--- src/include/uart_periph_config.svh ---
`ifndef UART_PERIPH_CONFIG_SVH
`define UART_PERIPH_CONFIG_SVH

// bus slot in hid_addr[17:15]
`define UART_BUS_SLOT 3'd6

// actions selected by hid_addr[13:12]
`define UART_ACT_PUSH 2'b00
`define UART_ACT_POP 2'b01
`define UART_ACT_BAUD 2'b10

`define UART_CNT_W 12
`define UART_FIFO_DEPTH 16

`define UART_BAUD_W 16
`define UART_BAUD_RESET 16'd54

`endif

--- src/uart_periph_pkg.sv ---
`default_nettype none

package uart_periph_pkg;

   // transmit sequencer steps
   typedef enum logic [2:0]
   {
      UTX_IDLE,
      UTX_EMPTY,
      UTX_POP,
      UTX_START,
      UTX_INUSE
   } utx_state_t;

   // one queue slot, error flag on top
   typedef struct packed
   {
      logic       err;
      logic [7:0] data;
   } uart_entry_t;

endpackage

`default_nettype wire

--- src/baud_timer.sv ---
`timescale 1ns/100ps
`default_nettype none

`include "uart_periph_config.svh"

module baud_timer (
   input  wire                    msoc_clk,
   input  wire                    rstn,
   input  wire                    run_i,
   input  wire                    restart_i,
   input  wire [`UART_BAUD_W-1:0] baud_i,
   output logic                   tick_o,
   output logic                   half_tick_o
);

   logic [`UART_BAUD_W-1:0] cnt_q;

   always_ff @(posedge msoc_clk or negedge rstn)
   begin
      if (!rstn)
         cnt_q <= '0;
      else if (restart_i)
         cnt_q <= baud_i - 1'b1;
      else if (run_i)
         cnt_q <= (cnt_q == '0) ? baud_i - 1'b1 : cnt_q - 1'b1; // reload on expiry
   end

   assign tick_o      = run_i && !restart_i && (cnt_q == '0);
   // half a period after the reload
   assign half_tick_o = run_i && (cnt_q == baud_i - (baud_i >> 1));

endmodule

`default_nettype wire

--- src/uart_fifo.sv ---
`timescale 1ns/100ps
`default_nettype none

`include "uart_periph_config.svh"

module uart_fifo
   import uart_periph_pkg::*;
#(
   parameter int depth = `UART_FIFO_DEPTH
)
(
   input  wire                    msoc_clk,
   input  wire                    rstn,
   input  wire                    wr_en_i,
   input  uart_entry_t            din_i,
   input  wire                    rd_en_i,
   output uart_entry_t            dout_o,
   output logic                   full_o,
   output logic                   empty_o,
   output logic [`UART_CNT_W-1:0] wrcnt_o,
   output logic [`UART_CNT_W-1:0] rdcnt_o
);

   localparam int addr_w = $clog2(depth);

   uart_entry_t       mem [depth];
   logic [addr_w:0]   wr_ptr, rd_ptr; // extra bit tells full from empty
   logic              do_wr, do_rd;

   assign empty_o = (wr_ptr == rd_ptr);
   assign full_o  = (wr_ptr[addr_w] != rd_ptr[addr_w]) &&
                    (wr_ptr[addr_w-1:0] == rd_ptr[addr_w-1:0]);
   assign do_wr   = wr_en_i && !full_o;  // drop when full
   assign do_rd   = rd_en_i && !empty_o; // ignore when empty
   assign dout_o  = mem[rd_ptr[addr_w-1:0]];

   always_ff @(posedge msoc_clk)
   begin
      if (do_wr)
         mem[wr_ptr[addr_w-1:0]] <= din_i;
   end

   always_ff @(posedge msoc_clk or negedge rstn)
   begin
      if (!rstn)
      begin
         wr_ptr  <= '0;
         rd_ptr  <= '0;
         wrcnt_o <= '0;
         rdcnt_o <= '0;
      end
      else
      begin
         if (do_wr)
         begin
            wr_ptr  <= wr_ptr + 1'b1;
            wrcnt_o <= wrcnt_o + 1'b1; // wraps at counter width
         end
         if (do_rd)
         begin
            rd_ptr  <= rd_ptr + 1'b1;
            rdcnt_o <= rdcnt_o + 1'b1;
         end
      end
   end

endmodule

`default_nettype wire

--- src/uart_tx_seq.sv ---
`timescale 1ns/100ps
`default_nettype none

module uart_tx_seq
   import uart_periph_pkg::*;
(
   input  wire  msoc_clk,
   input  wire  rstn,
   input  wire  tx_empty_i,
   input  wire  tx_busy_i,
   output logic pop_o,
   output logic load_o
);

   utx_state_t state_q, state_d;

   always_ff @(posedge msoc_clk or negedge rstn)
   begin
      if (!rstn)
         state_q <= UTX_IDLE;
      else
         state_q <= state_d;
   end

   always_comb
   begin
      state_d = state_q;
      case (state_q)
         UTX_IDLE:  state_d = UTX_EMPTY;
         UTX_EMPTY: if (!tx_empty_i) state_d = UTX_POP; // wait for data
         UTX_POP:   state_d = UTX_START;
         UTX_START: state_d = UTX_INUSE;
         UTX_INUSE: if (!tx_busy_i) state_d = UTX_IDLE; // frame finished
         default:   state_d = UTX_IDLE;
      endcase
   end

   assign pop_o  = (state_q == UTX_POP);
   assign load_o = (state_q == UTX_START);

endmodule

`default_nettype wire

--- src/uart_tx_shift.sv ---
`timescale 1ns/100ps
`default_nettype none

module uart_tx_shift (
   input  wire       msoc_clk,
   input  wire       rstn,
   input  wire       load_i,
   input  wire [7:0] byte_i,
   input  wire       tick_i,
   output logic      tx_o,
   output logic      busy_o,
   output logic      timer_run_o,
   output logic      timer_restart_o
);

   logic [9:0] frame_q; // stop, data, start from msb to lsb
   logic [3:0] bits_q;  // bits left in the frame
   logic [7:0] byte_q;

   // head byte as it stood in the pop cycle, before the queue advanced
   always_ff @(posedge msoc_clk)
   begin
      byte_q <= byte_i;
   end

   always_ff @(posedge msoc_clk or negedge rstn)
   begin
      if (!rstn)
      begin
         frame_q <= '1; // line idles high
         bits_q  <= '0;
      end
      else if (load_i && !busy_o)
      begin
         frame_q <= {1'b1, byte_q, 1'b0};
         bits_q  <= 4'd10;
      end
      else if (busy_o && tick_i)
      begin
         frame_q <= {1'b1, frame_q[9:1]}; // lsb first
         bits_q  <= bits_q - 1'b1;
      end
   end

   assign busy_o          = (bits_q != '0);
   assign tx_o            = frame_q[0];
   assign timer_run_o     = busy_o;
   assign timer_restart_o = load_i && !busy_o; // align bit period to the load

endmodule

`default_nettype wire

--- src/uart_rx_deframe.sv ---
`timescale 1ns/100ps
`default_nettype none

module uart_rx_deframe
   import uart_periph_pkg::*;
(
   input  wire         msoc_clk,
   input  wire         rstn,
   input  wire         rx_i,
   input  wire         tick_i,
   input  wire         half_tick_i,
   output logic        valid_o,
   output uart_entry_t entry_o,
   output logic        timer_run_o,
   output logic        timer_restart_o
);

   localparam logic [1:0] st_idle  = 2'd0;
   localparam logic [1:0] st_start = 2'd1;
   localparam logic [1:0] st_data  = 2'd2;
   localparam logic [1:0] st_stop  = 2'd3;

   logic [1:0] sync_q;  // two-flop synchronizer
   logic [2:0] samp_q;  // last three synchronized samples
   logic       maj, maj_q;
   logic [1:0] state_q;
   logic [2:0] bit_q;
   logic [7:0] data_q;
   logic       fall;

   assign maj  = (samp_q[0] & samp_q[1]) | (samp_q[0] & samp_q[2]) | (samp_q[1] & samp_q[2]);
   assign fall = maj_q && !maj; // start edge

   always_ff @(posedge msoc_clk or negedge rstn)
   begin
      if (!rstn)
      begin
         sync_q  <= '1;
         samp_q  <= '1;
         maj_q   <= 1'b1;
         state_q <= st_idle;
         bit_q   <= '0;
         valid_o <= 1'b0;
      end
      else
      begin
         sync_q  <= {sync_q[0], rx_i};
         samp_q  <= {samp_q[1:0], sync_q[1]};
         maj_q   <= maj;
         valid_o <= 1'b0;
         case (state_q)
            st_idle:
               if (fall)
                  state_q <= st_start;
            st_start:
               if (half_tick_i)
                  state_q <= maj ? st_idle : st_data; // glitch if high again
            st_data:
               if (tick_i)
               begin
                  bit_q <= bit_q + 1'b1;
                  if (bit_q == 3'd7)
                     state_q <= st_stop;
               end
            default:
               if (tick_i)
               begin
                  valid_o <= 1'b1;
                  state_q <= st_idle;
               end
         endcase
      end
   end

   always_ff @(posedge msoc_clk)
   begin
      if (state_q == st_data && tick_i)
         data_q <= {maj, data_q[7:1]}; // lsb arrives first
      if (state_q == st_stop && tick_i)
         entry_o <= '{err: !maj, data: data_q}; // low stop bit is a framing error
   end

   assign timer_run_o     = (state_q != st_idle);
   // restart on the edge, then again at mid start bit for mid-bit ticks
   assign timer_restart_o = (state_q == st_idle && fall) ||
                            (state_q == st_start && half_tick_i && !maj);

endmodule

`default_nettype wire

--- src/uart_regs.sv ---
`timescale 1ns/100ps
`default_nettype none

`include "uart_periph_config.svh"

module uart_regs
   import uart_periph_pkg::*;
(
   input  wire                     msoc_clk,
   input  wire                     rstn,
   input  wire                     hid_en_i,
   input  wire [7:0]               hid_we_i,
   input  wire [17:0]              hid_addr_i,
   input  wire [63:0]              hid_wrdata_i,
   input  uart_entry_t             rx_head_i,
   input  wire                     rx_full_i,
   input  wire                     rx_empty_i,
   input  wire                     tx_full_i,
   input  wire [`UART_CNT_W-1:0]   tx_wrcnt_i,
   input  wire [`UART_CNT_W-1:0]   tx_rdcnt_i,
   input  wire [`UART_CNT_W-1:0]   rx_wrcnt_i,
   input  wire [`UART_CNT_W-1:0]   rx_rdcnt_i,
   output logic [63:0]             hid_rddata_o,
   output logic                    tx_push_o,
   output logic [7:0]              tx_byte_o,
   output logic                    rx_pop_o,
   output logic [`UART_BAUD_W-1:0] baud_o
);

   localparam int pad_w = 16 - `UART_CNT_W;

   logic uart_hit; // slot matches and bit 14 set
   logic wr_hit;

   assign uart_hit = (hid_addr_i[17:15] == `UART_BUS_SLOT) && hid_addr_i[14];
   assign wr_hit   = hid_en_i && (|hid_we_i) && uart_hit;

   always_ff @(posedge msoc_clk or negedge rstn)
   begin
      if (!rstn)
      begin
         tx_push_o <= 1'b0;
         rx_pop_o  <= 1'b0;
         baud_o    <= `UART_BAUD_RESET;
      end
      else
      begin
         tx_push_o <= wr_hit && (hid_addr_i[13:12] == `UART_ACT_PUSH); // one-cycle strobes
         rx_pop_o  <= wr_hit && (hid_addr_i[13:12] == `UART_ACT_POP);
         if (wr_hit && (hid_addr_i[13:12] == `UART_ACT_BAUD))
            baud_o <= hid_wrdata_i[`UART_BAUD_W-1:0];
      end
   end

   always_ff @(posedge msoc_clk)
   begin
      if (wr_hit && (hid_addr_i[13:12] == `UART_ACT_PUSH))
         tx_byte_o <= hid_wrdata_i[7:0]; // pairs with tx_push_o
   end

   always_comb
   begin
      hid_rddata_o = 64'b0;
      if (uart_hit)
      begin
         if (hid_addr_i[13])
            hid_rddata_o = {{pad_w{1'b0}}, tx_wrcnt_i,
                            {pad_w{1'b0}}, tx_rdcnt_i,
                            {pad_w{1'b0}}, rx_wrcnt_i,
                            {pad_w{1'b0}}, rx_rdcnt_i};
         else
            hid_rddata_o = {52'b0, rx_full_i, tx_full_i, rx_empty_i, rx_head_i}; // status word
      end
   end

endmodule

`default_nettype wire

--- src/uart_periph_top.sv ---
`timescale 1ns/100ps
`default_nettype none

`include "uart_periph_config.svh"

module uart_periph_top
   import uart_periph_pkg::*;
(
   input  wire         msoc_clk,
   input  wire         rstn,
   input  wire         hid_en_i,
   input  wire [7:0]   hid_we_i,
   input  wire [17:0]  hid_addr_i,
   input  wire [63:0]  hid_wrdata_i,
   output logic [63:0] hid_rddata_o,
   input  wire         uart_rx_i,
   output logic        uart_tx_o
);

   logic                   tx_push, rx_pop;
   logic [7:0]             tx_byte;
   logic [`UART_BAUD_W-1:0] baud;
   uart_entry_t            tx_head, rx_head, rx_entry;
   logic                   tx_full, tx_empty, rx_full, rx_empty;
   logic [`UART_CNT_W-1:0] tx_wrcnt, tx_rdcnt, rx_wrcnt, rx_rdcnt;
   logic                   seq_pop, seq_load, tx_busy;
   logic                   tx_run, tx_restart, tx_tick;
   logic                   rx_run, rx_restart, rx_tick, rx_half_tick, rx_valid;

   uart_regs regs0 (
      .msoc_clk     (msoc_clk),
      .rstn         (rstn),
      .hid_en_i     (hid_en_i),
      .hid_we_i     (hid_we_i),
      .hid_addr_i   (hid_addr_i),
      .hid_wrdata_i (hid_wrdata_i),
      .rx_head_i    (rx_head),
      .rx_full_i    (rx_full),
      .rx_empty_i   (rx_empty),
      .tx_full_i    (tx_full),
      .tx_wrcnt_i   (tx_wrcnt),
      .tx_rdcnt_i   (tx_rdcnt),
      .rx_wrcnt_i   (rx_wrcnt),
      .rx_rdcnt_i   (rx_rdcnt),
      .hid_rddata_o (hid_rddata_o),
      .tx_push_o    (tx_push),
      .tx_byte_o    (tx_byte),
      .rx_pop_o     (rx_pop),
      .baud_o       (baud)
   );

   uart_fifo tx_fifo (
      .msoc_clk (msoc_clk),
      .rstn     (rstn),
      .wr_en_i  (tx_push),
      .din_i    ({1'b0, tx_byte}), // tx entries never carry an error
      .rd_en_i  (seq_pop),
      .dout_o   (tx_head),
      .full_o   (tx_full),
      .empty_o  (tx_empty),
      .wrcnt_o  (tx_wrcnt),
      .rdcnt_o  (tx_rdcnt)
   );

   uart_fifo rx_fifo (
      .msoc_clk (msoc_clk),
      .rstn     (rstn),
      .wr_en_i  (rx_valid),
      .din_i    (rx_entry),
      .rd_en_i  (rx_pop),
      .dout_o   (rx_head),
      .full_o   (rx_full),
      .empty_o  (rx_empty),
      .wrcnt_o  (rx_wrcnt),
      .rdcnt_o  (rx_rdcnt)
   );

   uart_tx_seq tx_seq0 (
      .msoc_clk   (msoc_clk),
      .rstn       (rstn),
      .tx_empty_i (tx_empty),
      .tx_busy_i  (tx_busy),
      .pop_o      (seq_pop),
      .load_o     (seq_load)
   );

   baud_timer tx_timer (
      .msoc_clk    (msoc_clk),
      .rstn        (rstn),
      .run_i       (tx_run),
      .restart_i   (tx_restart),
      .baud_i      (baud),
      .tick_o      (tx_tick),
      .half_tick_o ()
   );

   uart_tx_shift tx_shift0 (
      .msoc_clk        (msoc_clk),
      .rstn            (rstn),
      .load_i          (seq_load),
      .byte_i          (tx_head.data),
      .tick_i          (tx_tick),
      .tx_o            (uart_tx_o),
      .busy_o          (tx_busy),
      .timer_run_o     (tx_run),
      .timer_restart_o (tx_restart)
   );

   baud_timer rx_timer (
      .msoc_clk    (msoc_clk),
      .rstn        (rstn),
      .run_i       (rx_run),
      .restart_i   (rx_restart),
      .baud_i      (baud),
      .tick_o      (rx_tick),
      .half_tick_o (rx_half_tick)
   );

   uart_rx_deframe rx_deframe0 (
      .msoc_clk        (msoc_clk),
      .rstn            (rstn),
      .rx_i            (uart_rx_i),
      .tick_i          (rx_tick),
      .half_tick_i     (rx_half_tick),
      .valid_o         (rx_valid),
      .entry_o         (rx_entry),
      .timer_run_o     (rx_run),
      .timer_restart_o (rx_restart)
   );

endmodule

`default_nettype wire

--- config.mk ---
export PLATFORM = sky130hd
export DESIGN_NAME = uart_periph_top
export DESIGN_NICKNAME = d
export VERILOG_FILES = /design/src/uart_periph_pkg.sv /design/src/baud_timer.sv /design/src/uart_fifo.sv /design/src/uart_tx_seq.sv /design/src/uart_tx_shift.sv /design/src/uart_rx_deframe.sv /design/src/uart_regs.sv /design/src/uart_periph_top.sv
export VERILOG_INCLUDE_DIRS = /design/src /design/src/include
export SDC_FILE = /design/constraint.sdc
export NUM_CORES = 1
export LEC_CHECK = 0
export BUFFER_PORTS_ARGS = -buffer_cell sky130_fd_sc_hd__buf_4
export CORE_MARGIN = 1.5
export CORE_UTILIZATION = 50
export DETAILED_ROUTE_END_ITERATION = 7
export PLACE_DENSITY = 0.77
export SLEW_MARGIN = 20
export SYNTH_ARGS = -nofsm -noshare
export SYNTH_HDL_FRONTEND = slang
export SYNTH_SLANG_ARGS = --single-unit
--- constraint.sdc ---
create_clock -name msoc_clk -period 9.01 [get_ports msoc_clk]
set_input_delay 1.802 -clock msoc_clk [delete_from_list [all_inputs] [get_ports msoc_clk]]
set_output_delay 1.802 -clock msoc_clk [all_outputs]
set_load 0.02 [all_outputs]
### After elaboration in Yosys (flattened, before gate mapping)

Memories as Yosys holds them, arrays and structs flattened. A register that Yosys moved wholly into a read port is not among the register bits.
Cells that the tools add are included.

* output and inout bits: 65
* memory bits (writable): 272
* memories: 2
* register bits: 172
* memory bits (read-only): 0
* bits in latches: 0
* word-level logic and storage cells: 149
* bits of input ports: 94

Memory list
* rx_fifo.mem: depth 16, width 9, read ports 1, clocked after Yosys merged registers in 0, wr ports 1, RTL line uart_fifo.sv:26 `uart_entry_t mem [depth];`
* tx_fifo.mem: depth 16, width 8, read ports 1, clocked after Yosys merged registers in 1, wr ports 1, RTL line uart_fifo.sv:26

* reduce and logical (&&, ||, !) cells: 50
* divide/modulo/power cells: 0
* mux-type cells: 28
* magnitude comparators: 0
* $mul: 0
* equality and inequality tests: 24
* shifts and indexed selects: 0
* bitwise operators: 5
* $add $sub $neg: 14

Operators with widths (number)
* $mux W16: 6
* $mux W64: 1
* $mux W60: 1
* $add A12 B1 Y12 const B: 4
* $sub A16 B1 Y16 const B: 3
* $logic_not A16 Y1: 2
* $logic_and A1 B1 Y1: 25
* $add A5 B1 Y5 const B: 4
* $mux W10: 2
* $eq A16 B16 Y1: 1
* $sub A16 B15 Y16: 1
* $pmux W3 S5: 1
* $mux W2: 6
* $eq A5 B5 Y1: 2
* $eq A3 B3 Y1 const B: 3
* $eq A4 B4 Y1: 2
* $logic_not A1 Y1: 8
* $mux W4: 2
* $ne A2 B1 Y1 const B: 4
* $reduce_bool A2 Y1: 4
* $reduce_or A8 Y1: 1
* $eq A2 B2 Y1 const B: 3
* $eq A3 B2 Y1 const B: 2
* $mux W1: 6
* other kinds (18): 27

### Logic depth before layout (Yosys ltp)

Gate-level depths: netlist (run 1).

* depth in word-level cells: 12
* depth in mapped cells: 14
* mapped depth without buffers: 12

### Cells and area by module

From an unflattened synthesis (run 1), not the netlist that was laid out.

* cell total of the unflattened synthesis: 1717
* area total of the unflattened synthesis: 23263.6 sq um

Modules (own cells, without submodules)
* uart_fifo at rx_fifo: seq. area each 5175.0 sq um, times used 1, area an instance 7442.1 sq um, cells each 403
* uart_fifo at tx_fifo: seq. area each 5175.0 sq um, times used 1, area an instance 7184.4 sq um, cells each 388
* baud_timer at rx_timer: seq. area each 400.4 sq um, times used 1, area an instance 2566.2 sq um, cells each 327
* baud_timer at tx_timer: seq. area each 400.4 sq um, times used 1, area an instance 2511.2 sq um, cells each 332
* uart_regs: seq. area each 695.7 sq um, times used 1, area an instance 1601.5 sq um, cells each 137
* uart_rx_deframe: seq. area each 818.3 sq um, times used 1, area an instance 983.4 sq um, cells each 50
* uart_tx_shift: seq. area each 496.7 sq um, times used 1, area an instance 835.8 sq um, cells each 68
* uart_tx_seq: seq. area each 75.1 sq um, times used 1, area an instance 135.1 sq um, cells each 11
* uart_periph_top: seq. area each 0.0 sq um, times used 1, area an instance 3.8 sq um, cells each 1

### Worst setup path after synthesis (run 1)

OpenSTA, ideal clock, no wires.

* path type: input to output
* start point: input port hid_addr_i[13]
* end point: output port hid_rddata_o[38]
* arrival: 2.871 ns
* required time: 7.208 ns
* stages on the path: 4
* setup slack: 4.337 ns
* path buffers: 2
* cell sequence: clkbuf_1 > inv_1 > clkbuf_1 > nor3_1

* cells in the longest elaborated chain, start to end: 2

Ends and longest elaborated chain
* from (decl): RTL line uart_periph_top.sv:13 `input wire [17:0] hid_addr_i,`
* $mux W60: RTL line uart_regs.sv:66 `if (hid_addr_i[13])`
* $mux W64: RTL line uart_regs.sv:64 `if (uart_hit)`
* to (decl): RTL line uart_periph_top.sv:15 `output logic [63:0] hid_rddata_o,`

Every way passes these cells.

### Worst setup path after layout (run 1)

* start point: input port hid_addr_i[15]
* end point: output port hid_rddata_o[18]

* cells in the longest elaborated chain, start to end: 3

Ends and longest elaborated chain
* $eq A3 B3 Y1 (no line)
* $logic_and A1 B1 Y1: RTL line uart_regs.sv:35 `` assign uart_hit = (hid_addr_i[17:15] == `UART_BUS_SLOT) && hid_addr_i[14]; ``
* $mux W64: RTL line uart_regs.sv:64

Every way passes these cells.

==> results.json, run 1 <==
{
  "grt_max_degree": 78,
  "switching_power_uw": 1570,
  "hold_path.class": "reg2reg",
  "synth_edf_count": 297,
  "viasPerCell": 5.83,
  "seq_power_share": 0.446,
  "cap_violations": 0,
  "max-slew-margin-rel": 0.280,
  "drt-wirelength-per-cell_um": 20.5,
  "die_area_um2": 41800,
  "leakage_uw": 0.00857,
  "fin_crit_sh": 0.588,
  "post_cts_resized": 0,
  "min_period_ns": 5.30,
  "io_pins": 159,
  "drt.antenna.violating_nets": 0,
  "crit_fanout": 33,
  "vias": 12131,
  "final_core_util": 0.578,
  "drtPass1Iterations": 6,
  "synth_most_common_cell": "edfxtp_1",
  "initial_utilization": 0.508,
  "drc_errors": 0,
  "ys_types": 75,
  "crit_arrival_ns": 3.50,
  "internal_power_uw": 4050,
  "synthesis.area_um2": 20300,
  "top_usage_layer": "met2",
  "yosysTopAreaCell": "edfxtp_1",
  "clock_path_buffers": 3,
  "design_area_um2": 23100,
  "cts.sinks": 451,
  "multi_input_area_um2": 7110,
  "cp-end-kind": "output port",
  "cts_tree": "yes",
  "placed_area_um2": 21400,
  "grt_pass1_wl_mm": 67.7,
  "min_from": "rx_deframe0.sync_q[1]",
  "met1_usage": 0.290,
  "startpoint_type": "input pin",
  "row_count": 73,
  "fmax_mhz": 189,
  "grt_pass1_vias": 12014,
  "p_comb_frac": 0.191,
  "synthCells": 1436,
  "hold_buffers": 0,
  "path_clk_slew_ns": 0.06,
  "seq_area_um2": 12800,
  "grtUsageMet3": 0.0344,
  "initialDrtViolationCount": 1128,
  "drive_gt1_frac": 0.203,
  "crit_type": "in2out",
  "peakVddDrop_uv": 131,
  "drt_wl_total_mm": 42.7,
  "grt_usage": 0.208,
  "setup_ws_ns": 3.71,
  "r2r_cells": 12,
  "fill_cells": 2961,
  "worstPathRequired_ns": 7.21,
  "antenna_found_initial": 0,
  "p_per_area_nw_per_um2": 244,
  "worst_r2r_endpoint": "rx_timer.cnt_q[1]",
  "min_to": "rx_deframe0.samp_q[0]",
  "port_buffers": 82,
  "area_growth_pct": 13.6,
  "die_h_um": 204,
  "r2r_slack_ns": 4.85,
  "drv_slew": 0,
  "worst_slew_pin_slew_ns": 1.07,
  "synth_common_cells": "edfxtp_1, nand2_1, dfrtp_1, mux4_2, nor2_1",
  "synth_warnings": 0,
  "n_antenna_cell": 0,
  "synth_area_leaders": "edfxtp_1, dfrtp_1, mux4_2, xnor2_1, ha_1",
  "status": "complete, no violations",
  "netlist.area_leader.share": 0.439,
  "hold_path_depth": 0,
  "fin_tns_setup_ns": 0,
  "syn-mean-instance-area_um2": 14.1,
  "place_worst_setup_slack_ns": 3.72,
  "reg2reg_from": "regs0.baud_o[0]",
  "place.gp.congestion": 0.877,
  "setup_viol": 0,
  "clkPwrFrac": 0.363,
  "die_w_um": 204,
  "place_hpwl_mm": 27.8,
  "cts-buffers-inserted": 46,
  "fin_nets": 1666,
  "switching_share": 0.279,
  "overflow": 0,
  "h-tree-depth": 2,
  "cts_setup_buffers": 0,
  "gr-usage-met2": 0.343,
  "hold_viol": 0,
  "clkLatencyLatePin_ns": 0.58,
  "rsz0062_at_grt": "no",
  "synth_ff_type": "edfxtp_1",
  "yosysSeqAreaShare": 0.629,
  "cts_root_buffer": "clkbuf_16",
  "synth_seq_cells": 451,
  "finClkSkew_ns": 0.0358,
  "async_flop_share": 0.324,
  "coreArea_um2": 39900
}
[critical path, stage by stage]
cell and delay, ns:
buf_4 0.11, nand4b_1 0.70, nor2_1 0.29, buf_4 0.28, and2_1 0.17, buf_4 0.14
[layer usage]
metal / vias up / routed length [µm]
li1: 5482 / -
met1: 6096 / 18400
met2: 471 / 20700
met3: 82 / 2750
met4: 0 / 911
met5: - / 0
[power by group through the flow]
| stage | registers [µW] | clock network (µW) | logic (µW) |
|---|---|---|---|
| after floorplan | 2480 | 0 | 837 |
| after global placement | 2530 | 0 | 1010 |
| after detailed placement | 2540 | 0 | 1040 |
| after CTS | 2500 | 2070 | 1060 |
| after global routing | 2530 | 2150 | 1180 |
| final | 2510 | 2040 | 1070 |
[how the worst max path moves through the flow]
stage	startpoint	to	slack, ns	cells past startpoint
6_report	hid_addr_i[15]	hid_rddata_o[18]	3.71	6
5_1_grt	hid_addr_i[15]	hid_rddata_o[18]	3.48	6
4_1_cts	hid_addr_i[15]	hid_rddata_o[18]	3.73	6
3_5_place_dp	hid_addr_i[15]	hid_rddata_o[18]	3.72	6
3_3_place_gp	hid_addr_i[15]	hid_rddata_o[17]	3.79	6
2_1_floorplan	hid_addr_i[13]	hid_rddata_o[38]	4.34	4
[flip-flops by register name, indices dropped and copies added, names as in the netlist, 16 cells and up]
register	flops
tx_timer.cnt_q	16
rx_timer.cnt_q	16
regs0.baud_o	16
rx_fifo.mem	144
tx_fifo.mem	128
[cell usage in the layout, fill, tap and decap left out, types with 31 or more instances in the layout]
master / instances
ha_1: 51
inv_1: 50
mux4_2: 85
buf_4: 94
xor2_1: 31
nor2_1: 82
nand2_1: 131
xnor2_1: 80
edfxtp_1: 297
clkbuf_16: 47
o21ai_0: 45
dfrtp_1: 125
nand3_1: 38
and2_1: 41
a21oi_1: 37
[stage by stage]
step	instances	total power [µW]	hold slack (ns)
3_5_place_dp	1997	3590	0.347
6_report	2082	5620	0.355
4_1_cts	2082	5630	0.356
5_1_grt	2082	5850	0.360
3_3_place_gp	1997	3550	0.348
2_1_floorplan	1451	3320	0.345
[logic make-up (layout without fill, tap and decap cells)]
kind of cell,after synthesis,count (layout),share of synthesized area
AOI/OAI and AO/OA,164,164,0.0539
xor gates and xnor gates,111,111,0.0479
adders and majority gates,52,52,0.0324
buffers and inverters,124,230,0.0261
DFF,451,451,0.629
muxes,115,115,0.111
other,1,16,0.000185
and+or+nand+nor,418,418,0.100
[layout make-up]
type | instances | share of cell area
Sequential cell | 451 | 0.553
Multi-Input combinational cell | 876 | 0.308
Clock buffer | 53 | 0.0524
Timing Repair Buffer | 95 | 0.0311
Tap cell | 525 | 0.0285
Clock inverter | 32 | 0.0183
Inverter | 50 | 0.00814
No activity file was read; power rests on OpenSTA's default activity.
==> inputs of run 2 (changes only) <==
PLACE_DENSITY = 0.8   (was 0.77)
clock period = 4.62 ns   (was 9.01 ns; I/O delays follow)
==> results.json, run 2 (synthesized netlist as in run 1, its figures left out) <==
{
  "status": "complete, no violations",
  "grt_pass1_wl_mm": 68.7,
  "place.gp.congestion": 0.866,
  "crit_type": "reg2reg",
  "drc_errors": 0,
  "rsz0062_at_grt": "no",
  "leakage_uw": 0.00853,
  "cts.sinks": 451,
  "min_period_ns": 4.20,
  "worstPathRequired_ns": 5.10,
  "final_common_cell": "edfxtp_1",
  "multi_input_area_um2": 7080,
  "die_area_um2": 41800,
  "hold_viol": 0,
  "cp-end-kind": "flop",
  "grt_max_degree": 74,
  "path_cells": "inv_1 > ha_1 > fa_1 > o21ba_1 > or4_1 > a2111oi_0 > a2111oi_0 > nand4b_1 > nor4_2 > a21oi_1 > a21oi_1 > o221ai_1",
  "grt_usage": 0.213,
  "die_h_um": 204,
  "worst_slew_pin_slew_ns": 1.06,
  "overflow": 0,
  "internal_power_uw": 7670,
  "coreArea_um2": 39900,
  "final_cell_mix": "edfxtp_1, nand2_1, dfrtp_1",
  "fmax_mhz": 238,
  "crit_family": "compound AO/OA/AOI/OAI gates",
  "finClkSkew_ns": 0.0111,
  "hold_path.class": "in2async",
  "drtPass1Iterations": 6,
  "cts_setup_buffers": 0,
  "n_antenna_cell": 0,
  "die_w_um": 204,
  "cap_violations": 0,
  "setup_viol": 0,
  "area_growth_pct": 13.2,
  "peakVddDrop_uv": 298,
  "drt.antenna.violating_nets": 0,
  "largest_reg_flops": 144,
  "fin_crit_sh": 0.909,
  "cts_root_buffer": "clkbuf_16",
  "fill_cells": 2979,
  "cts_tree": "yes",
  "viasPerCell": 5.85,
  "critPathBufInv": 1,
  "max-slew-margin-rel": 0.291,
  "startpoint_type": "flop",
  "initialDrtViolationCount": 1120,
  "clock_path_buffers": 3,
  "port_buffers": 82,
  "cts-buffers-inserted": 46,
  "drive_gt1_frac": 0.199,
  "clkPwrFrac": 0.346,
  "drv_slew": 0,
  "fin_nets": 1674,
  "h-tree-depth": 2,
  "row_count": 73,
  "fin_cells": 2091,
  "grt_pass1_vias": 12294,
  "place_hpwl_mm": 28.6,
  "switching_share": 0.281,
  "slowest_stage": "a21oi_1",
  "hold_buffers": 0,
  "io_pins": 159,
  "fin_tns_setup_ns": 0,
  "seq_area_um2": 12800,
  "place_inst": 2005,
  "drt_wl_total_mm": 42.9,
  "initial_utilization": 0.508,
  "crit_arrival_ns": 4.68,
  "vias": 12226,
  "clkLatencyLatePin_ns": 0.57,
  "seq_power_share": 0.460,
  "post_cts_resized": 0,
  "final_core_util": 0.576,
  "drt-wirelength-per-cell_um": 20.5,
  "crit_fanout": 15,
  "crit_path_max_incr_delay_ns": 0.85,
  "path_clk_slew_ns": 0.06,
  "p_per_area_nw_per_um2": 464,
  "p_comb_frac": 0.194,
  "switching_power_uw": 3000,
  "antenna_found_initial": 0
}
[run 2: cell types whose count changed in the layout (fill, tap and decap cells not counted), sizes merged]
cell	before	now
clkbuf	53	67
buf	95	103
inv	53	52
clkinv	18	12
bufinv	9	3
[run 2: layout make-up]
cell class,count,share of cell area
Clock buffer,67,0.0576
Timing Repair Buffer,103,0.0344
Clock inverter,19,0.00800
Inverter,50,0.00817
Tap cell,525,0.0286
Multi-Input combinational cell,876,0.308
Sequential cell,451,0.555
[run 2: per-layer routing]
layer  global-route usage  part of all wire
met5                    0                 0
met4               0.0767             0.027
met3               0.0330             0.061
met2                0.352              0.49
met1                0.286              0.42
[run 2: path summary, 6_finish.rpt]
| path | startpoint | endpoint | slack, ns | depth (start not counted) |
|---|---|---|---|---|
| worst min-delay path | rstn | regs0.baud_o[8] | 0.33 | 1 |
| worst max register to register | regs0.baud_o[0] | rx_timer.cnt_q[12] | 0.42 | 12 |
| min in group msoc_clk | rx_deframe0.sync_q[1] | rx_deframe0.samp_q[0] | 0.35 | 0 |
| max in group asynchronous | rstn | tx_shift0.frame_q[7] | 3.25 | 2 |
| worst min register to register | rx_deframe0.sync_q[1] | rx_deframe0.samp_q[0] | 0.35 | 0 |
| worst max-delay path | regs0.baud_o[0] | rx_timer.cnt_q[12] | 0.42 | 12 |
[run 2: worst reg2reg max path, delay by kind of cell, from the launching register on]
family,cells,cell delay [ns]
AO/OA/AOI/OAI,6,1.99
adder cells (fa/ha/maj),2,0.66
buffers and inverters,1,0.14
AND/OR/NAND/NOR,3,0.86
flip-flops,1,0.44
[run 2: power by group through the flow]
| stage | combinational [µW] | sequential (µW) | clock (µW) |
|---|---|---|---|
| finish | 2070 | 4910 | 3690 |
| global route | 2290 | 4940 | 3910 |
| CTS | 2060 | 4900 | 3750 |
| detailed placement | 2020 | 4970 | 0 |
| global placement | 1960 | 4950 | 0 |
| floorplan | 1630 | 4840 | 0 |
[run 2: through the flow]
stage,hold slack (ns),cell area (µm²),setup WS [ns],total power (µW)
after floorplan,0.345,20400,0.999,6470
after global placement,0.347,21500,0.602,6910
after detailed placement,0.347,21500,0.520,6990
after CTS,0.349,23000,0.444,10700
after global routing,0.357,23000,0.140,11100
final,0.328,23000,0.421,10700
